`config.mk`:
```
export PLATFORM = sky130hd
export DESIGN_NAME = decode_front
export DESIGN_NICKNAME = d
export VERILOG_FILES = /design/src/logic/alpha_pkg.sv /design/src/logic/decode_front.sv /design/src/logic/decode_stage.sv /design/src/logic/fetch_latch.sv /design/src/logic/inst_decoder.sv
export SDC_FILE = /design/constraint.sdc
export NUM_CORES = 1
export LEC_CHECK = 0
export ABC_CLOCK_PERIOD_IN_PS = 10750
export BUFFER_PORTS_ARGS = -buffer_cell sky130_fd_sc_hd__buf_2
export CAP_MARGIN = 20
export CORE_ASPECT_RATIO = 0.7
export CORE_MARGIN = 3
export CORE_UTILIZATION = 45
export CTS_CLUSTER_DIAMETER = 120
export DETAILED_ROUTE_END_ITERATION = 10
export GPL_TIMING_DRIVEN = 0
export HOLD_SLACK_MARGIN = 0.02
export PLACE_DENSITY_LB_ADDON = 0.25
export SKIP_LAST_GASP = 1
export SYNTH_ARGS = -nofsm -noshare
export SYNTH_HDL_FRONTEND = slang
export SYNTH_HIERARCHICAL = 1
export SYNTH_SLANG_ARGS = --single-unit
export TNS_END_PERCENT = 20
```
`constraint.sdc`:
```
create_clock -name clock -period 10.75 [get_ports clock]
set_clock_uncertainty 0.05 [all_clocks]
set_input_delay 0.5375 -clock clock [delete_from_list [all_inputs] [get_ports clock]]
set_output_delay 0.5375 -clock clock [all_outputs]
set_load 0.01 [all_outputs]
```
`src/logic/alpha_pkg.sv`:
```
////////////////////
// shared types, encodings and pipeline payloads for the two-wide
// alpha integer decode front end
// modules reach everything here through alpha_pkg:: scoped names
////////////////////
package alpha_pkg;

	// widths that carry a meaning
	typedef logic [31:0] inst_t;
	typedef logic [63:0] addr_t;       // npc and operand values
	typedef logic [4:0]  reg_idx_t;
	typedef logic [5:0]  opcode_t;     // inst[31:26]
	typedef logic [6:0]  func_code_t;  // inst[11:5], operate format
	typedef logic [25:0] pal_code_t;   // inst[25:0], pal format
	typedef logic [4:0]  alu_func_t;
	typedef logic [1:0]  opa_sel_t;
	typedef logic [1:0]  opb_sel_t;
	typedef logic [1:0]  dest_sel_t;
	typedef logic [1:0]  fu_sel_t;

	////////////////////
	// major opcodes
	////////////////////
	localparam opcode_t PAL_INST   = 6'h00;
	localparam opcode_t LDA_INST   = 6'h08;
	localparam opcode_t INTA_GRP   = 6'h10;
	localparam opcode_t INTL_GRP   = 6'h11;
	localparam opcode_t INTS_GRP   = 6'h12;
	localparam opcode_t INTM_GRP   = 6'h13;  // 14-17 are fp groups
	localparam opcode_t JSR_GRP    = 6'h1a;
	localparam opcode_t LDQ_INST   = 6'h29;
	localparam opcode_t LDQ_L_INST = 6'h2b;
	localparam opcode_t STQ_INST   = 6'h2d;
	localparam opcode_t STQ_C_INST = 6'h2f;
	localparam opcode_t BR_INST    = 6'h30;  // 31-37 other than bsr are fp branches
	localparam opcode_t BSR_INST   = 6'h34;

	// operate function codes, one case table per group
	localparam func_code_t FN_ADDQ   = 7'h20;
	localparam func_code_t FN_SUBQ   = 7'h29;
	localparam func_code_t FN_CMPEQ  = 7'h2d;
	localparam func_code_t FN_CMPULT = 7'h1d;
	localparam func_code_t FN_CMPULE = 7'h3d;
	localparam func_code_t FN_CMPLT  = 7'h4d;
	localparam func_code_t FN_CMPLE  = 7'h6d;
	localparam func_code_t FN_AND    = 7'h00;
	localparam func_code_t FN_BIC    = 7'h08;
	localparam func_code_t FN_BIS    = 7'h20;
	localparam func_code_t FN_ORNOT  = 7'h28;
	localparam func_code_t FN_XOR    = 7'h40;
	localparam func_code_t FN_EQV    = 7'h48;
	localparam func_code_t FN_SRL    = 7'h34;
	localparam func_code_t FN_SLL    = 7'h39;
	localparam func_code_t FN_SRA    = 7'h3c;
	localparam func_code_t FN_MULQ   = 7'h20;

	localparam pal_code_t PAL_HALT  = 26'h0000;
	localparam pal_code_t PAL_WHAMI = 26'h003c;
	localparam reg_idx_t  ZERO_REG  = 5'd31;

	////////////////////
	// alu functions and selects
	////////////////////
	localparam alu_func_t ALU_ADDQ = 5'h00, ALU_SUBQ = 5'h01, ALU_AND = 5'h02;
	localparam alu_func_t ALU_BIC = 5'h03, ALU_BIS = 5'h04, ALU_ORNOT = 5'h05;
	localparam alu_func_t ALU_XOR = 5'h06, ALU_EQV = 5'h07, ALU_SRL = 5'h08;
	localparam alu_func_t ALU_SLL = 5'h09, ALU_SRA = 5'h0a, ALU_MULQ = 5'h0b;
	localparam alu_func_t ALU_CMPEQ = 5'h0c, ALU_CMPLT = 5'h0d, ALU_CMPLE = 5'h0e;
	localparam alu_func_t ALU_CMPULT = 5'h0f, ALU_CMPULE = 5'h10;

	localparam opa_sel_t OPA_REGA = 2'd0, OPA_MEM_DISP = 2'd1;
	localparam opa_sel_t OPA_NPC = 2'd2, OPA_NOT3 = 2'd3;
	localparam opb_sel_t OPB_REGB = 2'd0, OPB_ALU_IMM = 2'd1, OPB_BR_DISP = 2'd2;
	localparam dest_sel_t DEST_NONE = 2'd0, DEST_REGA = 2'd1, DEST_REGC = 2'd2;
	localparam fu_sel_t FU_ADDER = 2'd0, FU_MULT = 2'd1;
	localparam fu_sel_t FU_MEMORY = 2'd2, FU_BRANCH = 2'd3;

	////////////////////
	// payloads
	////////////////////
	typedef struct packed {
		opa_sel_t  opa_sel;
		opb_sel_t  opb_sel;
		dest_sel_t dest_sel;
		alu_func_t alu_func;
		logic      rd_mem, wr_mem, ldl_mem, stc_mem;
		logic      cond_branch, uncond_branch;
		logic      halt, cpuid, illegal;
		logic      valid;  // valid_in and not illegal
	} ctrl_t;

	typedef struct packed {
		logic  valid;
		inst_t inst;
		addr_t npc;
	} fetch_slot_t;

	typedef struct packed {
		fetch_slot_t slot1;
		fetch_slot_t slot2;  // younger slot
	} fetch_pair_t;

	typedef struct packed {
		logic      valid;
		addr_t     opa;
		logic      opa_is_value;  // low means opa holds a register tag
		addr_t     opb;
		logic      opb_is_value;
		reg_idx_t  dest_idx;      // ZERO_REG when nothing is written
		alu_func_t alu_func;
		fu_sel_t   fu_sel;
		logic      rd_mem, wr_mem, ldl_mem, stc_mem;
		logic      cond_branch, uncond_branch;
		logic      halt, cpuid, illegal;
	} dec_slot_t;

	typedef struct packed {
		dec_slot_t slot1;
		dec_slot_t slot2;
	} dec_pair_t;

endpackage
```
`src/logic/decode_front.sv`:
```
////////////////////
// two-wide decode front end, fetch latch then decode stage
// in_* from fetch, out_* to dispatch, two pairs in flight at most
////////////////////
module decode_front (
	input  logic                   clock,
	input  logic                   reset,
	input  alpha_pkg::fetch_pair_t in_pair,
	input  logic                   in_valid,
	output logic                   in_ready,
	output alpha_pkg::dec_pair_t   out_pair,
	output logic                   out_valid,
	input  logic                   out_ready,
	output logic                   halted
);

	// latch to decode link
	alpha_pkg::fetch_pair_t fl_pair;
	logic                   fl_valid;
	logic                   fl_ready;

	fetch_latch latch (
		.clock    (clock),
		.reset    (reset),
		.in_pair  (in_pair),
		.in_valid (in_valid),
		.in_ready (in_ready),
		.fl_pair  (fl_pair),
		.fl_valid (fl_valid),
		.fl_ready (fl_ready)
	);

	decode_stage decode (
		.clock     (clock),
		.reset     (reset),
		.fl_pair   (fl_pair),
		.fl_valid  (fl_valid),
		.fl_ready  (fl_ready),
		.out_pair  (out_pair),
		.out_valid (out_valid),
		.out_ready (out_ready),
		.halted    (halted)     // sticky after a halt
	);

endmodule

```
`src/logic/decode_stage.sv`:
```
////////////////////
// id stage, decodes both slots of the latched pair, builds operand
// values or tags, and registers the result for dispatch
// a halt stops the stage until reset
////////////////////
module decode_stage (
	input  logic                   clock,
	input  logic                   reset,
	input  alpha_pkg::fetch_pair_t fl_pair,
	input  logic                   fl_valid,
	output logic                   fl_ready,
	output alpha_pkg::dec_pair_t   out_pair,
	output logic                   out_valid,
	input  logic                   out_ready,
	output logic                   halted
);

	typedef enum logic {RUN, HALTED} run_state_t;

	run_state_t           run_state;
	alpha_pkg::ctrl_t     ctrl1, ctrl2;
	alpha_pkg::dec_pair_t dec_pair;
	logic                 take;  // pair accepted and kept

	// operand, destination and unit muxes for one slot
	function automatic alpha_pkg::dec_slot_t build_slot(
		input alpha_pkg::fetch_slot_t s,
		input alpha_pkg::ctrl_t       c
	);
		alpha_pkg::dec_slot_t d;
		alpha_pkg::reg_idx_t  ra, rb, rc;
		ra = s.inst[25:21];
		rb = s.inst[20:16];
		rc = s.inst[4:0];
		case (c.opa_sel)
			alpha_pkg::OPA_REGA:     d.opa = {59'b0, ra};  // tag
			alpha_pkg::OPA_MEM_DISP: d.opa = {{48{s.inst[15]}}, s.inst[15:0]};
			alpha_pkg::OPA_NPC:      d.opa = s.npc;
			default:                 d.opa = ~64'h3;  // jsr align mask
		endcase
		d.opa_is_value = (c.opa_sel != alpha_pkg::OPA_REGA);
		case (c.opb_sel)
			alpha_pkg::OPB_ALU_IMM: d.opb = {56'b0, s.inst[20:13]};  // zero-ext literal
			alpha_pkg::OPB_BR_DISP: d.opb = {{41{s.inst[20]}}, s.inst[20:0], 2'b00};
			default:                d.opb = {59'b0, rb};
		endcase
		d.opb_is_value = (c.opb_sel == alpha_pkg::OPB_ALU_IMM) ||
			(c.opb_sel == alpha_pkg::OPB_BR_DISP);
		case (c.dest_sel)
			alpha_pkg::DEST_REGA: d.dest_idx = ra;
			alpha_pkg::DEST_REGC: d.dest_idx = rc;
			default:              d.dest_idx = alpha_pkg::ZERO_REG;
		endcase
		case ({s.inst[31:29], 3'b000})  // unit class by opcode group
			6'h08, 6'h20, 6'h28: d.fu_sel = alpha_pkg::FU_MEMORY;
			6'h18, 6'h30, 6'h38: d.fu_sel = alpha_pkg::FU_BRANCH;
			default: d.fu_sel = (c.alu_func == alpha_pkg::ALU_MULQ) ?
				alpha_pkg::FU_MULT : alpha_pkg::FU_ADDER;
		endcase
		d.valid         = c.valid;
		d.alu_func      = c.alu_func;
		d.rd_mem        = c.rd_mem;
		d.wr_mem        = c.wr_mem;
		d.ldl_mem       = c.ldl_mem;
		d.stc_mem       = c.stc_mem;
		d.cond_branch   = c.cond_branch;
		d.uncond_branch = c.uncond_branch;
		d.halt          = c.halt;
		d.cpuid         = c.cpuid;
		d.illegal       = c.illegal;
		return d;
	endfunction

	inst_decoder dec1 (
		.inst     (fl_pair.slot1.inst),
		.valid_in (fl_pair.slot1.valid),
		.ctrl     (ctrl1)
	);

	inst_decoder dec2 (
		.inst     (fl_pair.slot2.inst),
		.valid_in (fl_pair.slot2.valid),
		.ctrl     (ctrl2)
	);

	always_comb begin
		dec_pair.slot1 = build_slot(fl_pair.slot1, ctrl1);
		dec_pair.slot2 = build_slot(fl_pair.slot2, ctrl2);
		if (ctrl1.halt)
			dec_pair.slot2.valid = 1'b0;  // squash behind a slot-1 halt
	end

	////////////////////
	// output register and halt tracker
	////////////////////
	assign halted   = (run_state == HALTED);
	assign fl_ready = halted | ~out_valid | out_ready;  // halted drains the latch
	assign take     = fl_valid & fl_ready & ~halted;

	always_ff @(posedge clock) begin
		if (reset) begin
			run_state <= RUN;
			out_valid <= 1'b0;
		end else begin
			if (take)
				out_valid <= 1'b1;
			else if (out_ready)
				out_valid <= 1'b0;
			if (take && (ctrl1.halt || ctrl2.halt))
				run_state <= HALTED;  // sticky until reset
		end
	end

	always_ff @(posedge clock) begin
		if (take)
			out_pair <= dec_pair;
	end

	// nothing new leaves once the halting pair is gone
	halt_drained: assert property (@(posedge clock) disable iff (reset)
		halted && !out_valid |=> !out_valid)
		else $error("decode stage issued a pair after halting");

	halt_squash: assert property (@(posedge clock) disable iff (reset)
		take && ctrl1.halt |=> out_valid && !out_pair.slot2.valid)
		else $error("slot 2 behind a halt left the stage valid");

endmodule

```
`src/logic/fetch_latch.sv`:
```
////////////////////
// if/id pipeline register for one instruction pair
// valid/ready on both sides, holds its pair while decode stalls
////////////////////
module fetch_latch (
	input  logic                   clock,
	input  logic                   reset,
	input  alpha_pkg::fetch_pair_t in_pair,
	input  logic                   in_valid,
	output logic                   in_ready,
	output alpha_pkg::fetch_pair_t fl_pair,
	output logic                   fl_valid,
	input  logic                   fl_ready
);

	logic in_xfer;

	assign in_ready = ~fl_valid | fl_ready;  // empty, or drained this edge
	assign in_xfer  = in_valid & in_ready;

	always_ff @(posedge clock) begin
		if (reset)
			fl_valid <= 1'b0;
		else if (in_ready)
			fl_valid <= in_valid;  // refill or go empty
	end

	// payload only moves on a transfer
	always_ff @(posedge clock) begin
		if (in_xfer)
			fl_pair <= in_pair;
	end

	////////////////////
	// checks
	////////////////////
	hold_stable: assert property (@(posedge clock) disable iff (reset)
		fl_valid && !fl_ready |=> fl_valid && $stable(fl_pair))
		else $error("fetch latch changed a pair that decode had not taken");

endmodule

```
`src/logic/inst_decoder.sv`:
```
////////////////////
// combinational decode of one alpha integer instruction into
// mux selects and control flags, one copy per dispatch slot
////////////////////
module inst_decoder (
	input  alpha_pkg::inst_t inst,
	input  logic             valid_in,  // low gives no-op controls
	output alpha_pkg::ctrl_t ctrl
);

	alpha_pkg::opcode_t    op;
	alpha_pkg::func_code_t fn;

	assign op = inst[31:26];
	assign fn = inst[11:5];

	always_comb begin
		// no-op defaults
		ctrl          = '0;
		ctrl.opa_sel  = alpha_pkg::OPA_REGA;
		ctrl.opb_sel  = alpha_pkg::OPB_REGB;
		ctrl.alu_func = alpha_pkg::ALU_ADDQ;
		ctrl.dest_sel = alpha_pkg::DEST_NONE;
		if (valid_in) begin
			case ({op[5:3], 3'b000})  // split on opcode group
				6'h00: begin
					// pal group, only halt and whami exist here
					if (op == alpha_pkg::PAL_INST && inst[25:0] == alpha_pkg::PAL_HALT)
						ctrl.halt = 1'b1;
					else if (op == alpha_pkg::PAL_INST && inst[25:0] == alpha_pkg::PAL_WHAMI) begin
						ctrl.cpuid    = 1'b1;
						ctrl.dest_sel = alpha_pkg::DEST_REGA;  // cpu id lands in ra
					end else
						ctrl.illegal = 1'b1;
				end
				6'h10: begin
					ctrl.opa_sel  = alpha_pkg::OPA_REGA;
					ctrl.opb_sel  = inst[12] ? alpha_pkg::OPB_ALU_IMM : alpha_pkg::OPB_REGB;
					ctrl.dest_sel = alpha_pkg::DEST_REGC;
					case (op)
						alpha_pkg::INTA_GRP: case (fn)
							alpha_pkg::FN_ADDQ:   ctrl.alu_func = alpha_pkg::ALU_ADDQ;
							alpha_pkg::FN_SUBQ:   ctrl.alu_func = alpha_pkg::ALU_SUBQ;
							alpha_pkg::FN_CMPEQ:  ctrl.alu_func = alpha_pkg::ALU_CMPEQ;
							alpha_pkg::FN_CMPULT: ctrl.alu_func = alpha_pkg::ALU_CMPULT;
							alpha_pkg::FN_CMPULE: ctrl.alu_func = alpha_pkg::ALU_CMPULE;
							alpha_pkg::FN_CMPLT:  ctrl.alu_func = alpha_pkg::ALU_CMPLT;
							alpha_pkg::FN_CMPLE:  ctrl.alu_func = alpha_pkg::ALU_CMPLE;
							default:              ctrl.illegal  = 1'b1;
						endcase
						alpha_pkg::INTL_GRP: case (fn)
							alpha_pkg::FN_AND:   ctrl.alu_func = alpha_pkg::ALU_AND;
							alpha_pkg::FN_BIC:   ctrl.alu_func = alpha_pkg::ALU_BIC;
							alpha_pkg::FN_BIS:   ctrl.alu_func = alpha_pkg::ALU_BIS;
							alpha_pkg::FN_ORNOT: ctrl.alu_func = alpha_pkg::ALU_ORNOT;
							alpha_pkg::FN_XOR:   ctrl.alu_func = alpha_pkg::ALU_XOR;
							alpha_pkg::FN_EQV:   ctrl.alu_func = alpha_pkg::ALU_EQV;
							default:             ctrl.illegal  = 1'b1;
						endcase
						alpha_pkg::INTS_GRP: case (fn)
							alpha_pkg::FN_SRL: ctrl.alu_func = alpha_pkg::ALU_SRL;
							alpha_pkg::FN_SLL: ctrl.alu_func = alpha_pkg::ALU_SLL;
							alpha_pkg::FN_SRA: ctrl.alu_func = alpha_pkg::ALU_SRA;
							default:           ctrl.illegal  = 1'b1;
						endcase
						alpha_pkg::INTM_GRP: begin
							if (fn == alpha_pkg::FN_MULQ)
								ctrl.alu_func = alpha_pkg::ALU_MULQ;
							else
								ctrl.illegal = 1'b1;
						end
						default: ctrl.illegal = 1'b1;  // itfp and fp operate groups
					endcase
				end
				6'h18: begin
					if (op == alpha_pkg::JSR_GRP) begin
						// jmp, jsr, ret share one form, target is rb with low bits cleared
						ctrl.opa_sel       = alpha_pkg::OPA_NOT3;
						ctrl.opb_sel       = alpha_pkg::OPB_REGB;
						ctrl.alu_func      = alpha_pkg::ALU_AND;
						ctrl.dest_sel      = alpha_pkg::DEST_REGA;  // return address
						ctrl.uncond_branch = 1'b1;
					end else
						ctrl.illegal = 1'b1;  // misc, ftpi
				end
				6'h08, 6'h20, 6'h28: begin
					// ea = sign-extended disp + rb
					ctrl.opa_sel  = alpha_pkg::OPA_MEM_DISP;
					ctrl.opb_sel  = alpha_pkg::OPB_REGB;
					ctrl.alu_func = alpha_pkg::ALU_ADDQ;
					ctrl.dest_sel = alpha_pkg::DEST_REGA;
					case (op)
						alpha_pkg::LDA_INST: ;  // address only
						alpha_pkg::LDQ_INST:
							ctrl.rd_mem = 1'b1;
						alpha_pkg::LDQ_L_INST: begin
							ctrl.rd_mem  = 1'b1;
							ctrl.ldl_mem = 1'b1;
						end
						alpha_pkg::STQ_INST: begin
							ctrl.wr_mem   = 1'b1;
							ctrl.dest_sel = alpha_pkg::DEST_NONE;
						end
						alpha_pkg::STQ_C_INST: begin
							ctrl.wr_mem = 1'b1;
							ctrl.stc_mem = 1'b1;  // success flag back to ra
						end
						default: ctrl.illegal = 1'b1;
					endcase
				end
				default: begin
					// 30 and 38 groups, target = npc + disp
					ctrl.opa_sel  = alpha_pkg::OPA_NPC;
					ctrl.opb_sel  = alpha_pkg::OPB_BR_DISP;
					ctrl.alu_func = alpha_pkg::ALU_ADDQ;
					if (op == alpha_pkg::BR_INST || op == alpha_pkg::BSR_INST) begin
						ctrl.dest_sel      = alpha_pkg::DEST_REGA;  // link register
						ctrl.uncond_branch = 1'b1;
					end else if (op[3])
						ctrl.cond_branch = 1'b1;  // integer conditionals
					else
						ctrl.illegal = 1'b1;  // fp conditionals
				end
			endcase
		end
		ctrl.valid = valid_in & ~ctrl.illegal;
	end

endmodule

```
# Word-level counts from Yosys, hierarchy flattened
# Cells that the tools add are included.
dict set report word_totals {
  inputBits 198
  elab_cells 285
  out_inout_bits 307
  regBits 501
}
dict set report op_classes {
  bitwise 17
  n_mux 94
  eq_ne 82
  reduce_logical 49
}
# operator count
set op_table {}
lappend op_table {{64-bit one-hot mux with 3 select lines} 2}
lappend op_table {{64-bit one-hot mux with 2 select lines} 2}
lappend op_table {{7-bit by 6-bit == test with 1-bit output (second input constant)} 16}
lappend op_table {{6-bit == test (second input constant)} 12}
lappend op_table {{6-bit by 5-bit == test with 1-bit output (second input constant)} 10}
lappend op_table {{5-bit one-hot mux with 6 select lines} 2}
lappend op_table {{7-bit == test (second input constant)} 8}
lappend op_table {{1-bit two-way mux} 54}
lappend op_table {{26-bit by 6-bit == test with 1-bit output (second input constant)} 2}
lappend op_table {{26-bit logical NOT} 2}
lappend op_table {{20-bit two-way mux} 2}
lappend op_table {{5-bit one-hot mux with 2 select lines} 4}
lappend op_table {{5-bit one-hot mux with 4 select lines} 2}
lappend op_table {{3-bit one-hot mux with 6 select lines} 2}
lappend op_table {{4-bit one-hot mux with 4 select lines} 2}
lappend op_table {{3-bit == test (second input constant)} 8}
lappend op_table {{4-bit one-hot mux with 3 select lines} 2}
lappend op_table {{3-bit OR reduction} 8}
lappend op_table {{6-bit OR reduction} 4}
lappend op_table {{11-bit two-way mux} 2}
lappend op_table {{5-bit OR reduction} 4}
lappend op_table {{4-bit two-way mux} 4}
lappend op_table {{1-bit one-hot mux with 4 select lines} 4}
lappend op_table {{2-bit one-hot mux with 4 select lines} 2}
lappend op_table {{other kinds (25)} 82}

# Longest topological paths before layout
dict set report depth {
  depth_word 9
  ltp_mapped 10
  mapped_depth_nobuf 8
}

# Modules after synthesis
# Netlist, hierarchy kept.
# mod area_per_inst_um2 cells_per_inst seq_area_each_um2 instances
set modules_own_cells {}
lappend modules_own_cells {decode_stage 9599.2 745 6706.4 1}
lappend modules_own_cells {fetch_latch 5880.6 199 5845.6 1}
lappend modules_own_cells {inst_decoder 696.9 116 0.0 2}

# Worst setup path before layout
# No wires, ideal clock.
dict set report synth_timing {
  path_type {input-to-reg}
  startpoint {input out_ready}
  endpoint {register, netlist name decode/out_pair[0]}
  setup_slack_ns 0.089
  stages 2
  arrival_time_ns 9.804
  required_ns 9.893
  path_buffers 0
  cell_sequence {nor2b_1 -> nor2_1}
}
dict set report synth_via {
  elab_chain_len 3
}
# item line_no
set synth_rtl {}
lappend synth_rtl {{start, declared} decode_front.sv:13} ;# input logic out_ready,
lappend synth_rtl {{1-bit OR} decode_stage.sv:97} ;# assign fl_ready = halted | ~out_valid | out_ready;
lappend synth_rtl {{1-bit bitwise AND (2 in a row)} decode_stage.sv:98} ;# assign take = fl_valid & fl_ready & ~halted;
lappend synth_rtl {{named net decode.take} decode_stage.sv:23} ;# logic take;
# The timed path passes the listed nets, and every way through them passes these cells.
# A chain may end at the register's enable or synchronous reset.

==> flow_metrics.py <==
metrics = {
    "grt": {
        "antenna_found_initial": 18,
        "grt-ovfl-total": 0,
        "grt_usage_pct": 21.2,
        "grt_pass1_wl_mm": 64.8,
        "grt_pass1_vias": 10863,
        "grt_max_degree": 70,
    },
    "sta": {
        "worst_pin_slew_ns": 0.806,
        "rsz0062_at_grt": "no",
        "fin_crit_ns": 3.41,
        "max_slew_margin_pct": 45.8,
        "finalCritPeriodShare_pct": 31.7,
        "clock.fmax_mhz": 293,
        "hold_viol": 0,
        "slew_viol_final": 0,
        "finalSetupViolCount": 0,
    },
    "status": {
        "status": "finished clean",
    },
    "drt": {
        "route.antenna.remaining_nets": 0,
        "wire_per_inst_um": 19.4,
        "remaining_drc_errors": 0,
        "via_per_inst": 5.01,
        "totalWireLength_mm": 43.8,
        "vias": 11301,
        "drt_first_pass_iters": 5,
        "drt_iter0_markers": 883,
    },
    "synth": {
        "synthTopCellsByCount": "edfxtp_1, nand2_1, buf_4, nor2_1, and2_1",
        "avgSynthCellArea_sq_um": 14.3,
        "netlist_instances": 1176,
        "synth_edf_count": 416,
        "synth_top_area_cell": "edfxtp_1",
        "synth_top_area_share_pct": 74.0,
        "async_flop_share_pct": 0,
        "yosys_warnings": 6,
        "synth_ff_type": "edfxtp_1",
        "ys_seq_elements": 419,
        "yosysMostFrequentCell": "edfxtp_1",
        "ys_seq_area_share_pct": 74.4,
        "synthTopCellsByArea": "edfxtp_1, nand2_1, buf_4",
        "synth_cell_types": 60,
        "synth.cell_area_sq_mm": 0.0169,
        "synth_nets": 1382,
    },
    "clocking": {
        "cts.path.max_buffers": 3,
        "cts_tree": "yes",
        "cts_sinks": 419,
        "cts_setup_buffers": 0,
        "cts_inserted_buffers": 40,
        "cts-root-buf": "clkbuf_16",
        "ctsHoldBuffers": 0,
        "cts.htree.levels": 2,
        "clk_pin_slew_ns": 0.06,
        "cts_resized": 0,
        "clk_latency_ns": 0.53,
    },
    "power_and_ir_drop": {
        "sw_frac_of_total_pct": 22.6,
        "p_leak_nw": 9.19,
        "p_int_mw": 2.73,
        "peakVddDrop_mv": 0.140,
        "p_per_area_mw_per_mm2": 164,
        "p_clk_share_pct": 37.0,
        "total_power_mw": 3.53,
        "comb_power_share_pct": 8.1,
        "power_switching_mw": 0.798,
        "pwr-share-seq_pct": 54.9,
    },
    "worst_setup_path": {
        "cp.arrival_ns": 3.63,
        "cp.required_ns": 10.96,
        "cp-end-kind": "register",
        "path_max_fanout": 10,
        "start_kind": "register",
        "critPathKind": "reg -> reg",
    },
    "placement": {
        "placed_area_sq_mm": 0.0203,
        "place_congestion": 0.870,
        "port_buffers": 504,
        "hpwlAfterDp_mm": 32.7,
    },
    "floorplanning": {
        "num_rows": 58,
        "die_w_um": 237,
        "design.core.area_sq_mm": 0.0364,
        "dieArea_sq_mm": 0.0399,
        "start_util_pct": 46.3,
        "ios": 505,
        "die_h_um": 168,
    },
    "hold_path": {
        "min_path_type": "in -> reg",
    },
    "layout": {
        "fin_nets": 1941,
        "fin_util_pct": 59.1,
        "area_growth_pct": 27.6,
        "postLayoutCellArea_sq_mm": 0.0215,
        "drive_gt1_share_pct": 41.2,
    },
    "run": {
        "drv_cap": 0,
    },
}
## cell families (layout without fill, tap and decap cells)
logic type                 after synthesis  in the layout  synth area share [%]
DFF                                    419            419                  74.4
xor gates and xnor gates                 6              6                 0.311
adders and majority gates                8              8                 0.593
other                                    0             11                     0
buffers and inverters                  163            751                  6.17
and+or+nand+nor                        448            448                  12.7
muxes                                   10             10                 0.704
AOI/OAI and AO/OA                      122            122                  5.17
## per-stage QoR
stage               hold WS, ns  TNS [ns]  std cells  setup WS (ns)
floorplan                 0.441         0       1176         0.0885
global placement          0.411   -984.89       2160          -4.46
detailed placement        0.422         0       2171           7.44
CTS                      0.0963         0       2242           7.43
global route             0.0977         0       2251           7.24
finish                    0.129         0       2255           7.34
## area by class of cell
cell class,instances,area (sq um)
antenna,11,27.5
clock buffer,45,1020
multi-input combinational,594,3290
buffer,134,932
clock inverter,26,173
fill,2921,14900
sequential,419,12600
tap,480,601
inverter,29,109
timing repair buffer,517,2840
## power groups by stage
stage,sequential (mW),clock [mW],combinational [mW]
2_1_floorplan,2.00,0,0.128
5_1_grt,1.94,1.40,0.314
3_3_place_gp,2.00,0,0.267
6_report,1.94,1.30,0.286
3_5_place_dp,1.97,0,0.286
4_1_cts,1.94,1.34,0.287
## path summary, 6_finish.rpt
| path | from | end | slack [ns] | cells after the start |
|---|---|---|---|---|
| setup / recovery | latch/fl_pair[91] | decode/out_pair[17] | 7.34 | 9 |
| hold / removal | in_pair[133] | latch/fl_pair[133] | 0.13 | 1 |
| setup reg to reg | latch/fl_pair[91] | decode/out_pair[17] | 7.34 | 9 |
| hold reg to reg | decode/out_valid | decode/out_valid | 0.46 | 2 |
## worst max-delay path, stage by stage, from the launching register on
cell,delay [ns]
edfxtp_1,0.33
clkbuf_1,0.32
or3b_1,0.44
o21a_1,0.19
nor3_1,0.62
o41ai_1,0.26
nand3b_1,0.21
inv_1,0.06
ha_1,0.35
a221o_1,0.32
## layout by cell type, fill, tap and decap left out, drive strengths merged, types with 19 or more instances in the layout
cell,count
o21ai,19
clkbuf,57
inv,32
clkinv,20
nor2,71
and2,39
nor3,20
a21oi,32
nand2,226
buf,639
edfxtp,416
## routing by layer
layer | vias up | global-route usage, % | share of wire (%)
met5 | - | 0 | 0.14
li1 | 5318 | - | -
met2 | 495 | 35.5 | 49
met1 | 5388 | 26.9 | 39
met3 | 86 | 6.44 | 9.0
met4 | 14 | 6.55 | 3.1
## state kept, by name (all words and copies together), names as in the netlist
register / count
decode/halted: 1
latch/fl_valid: 1
latch/fl_pair: 194
decode/out_pair: 222
decode/out_valid: 1
Power figures use the tool's default switching activity.
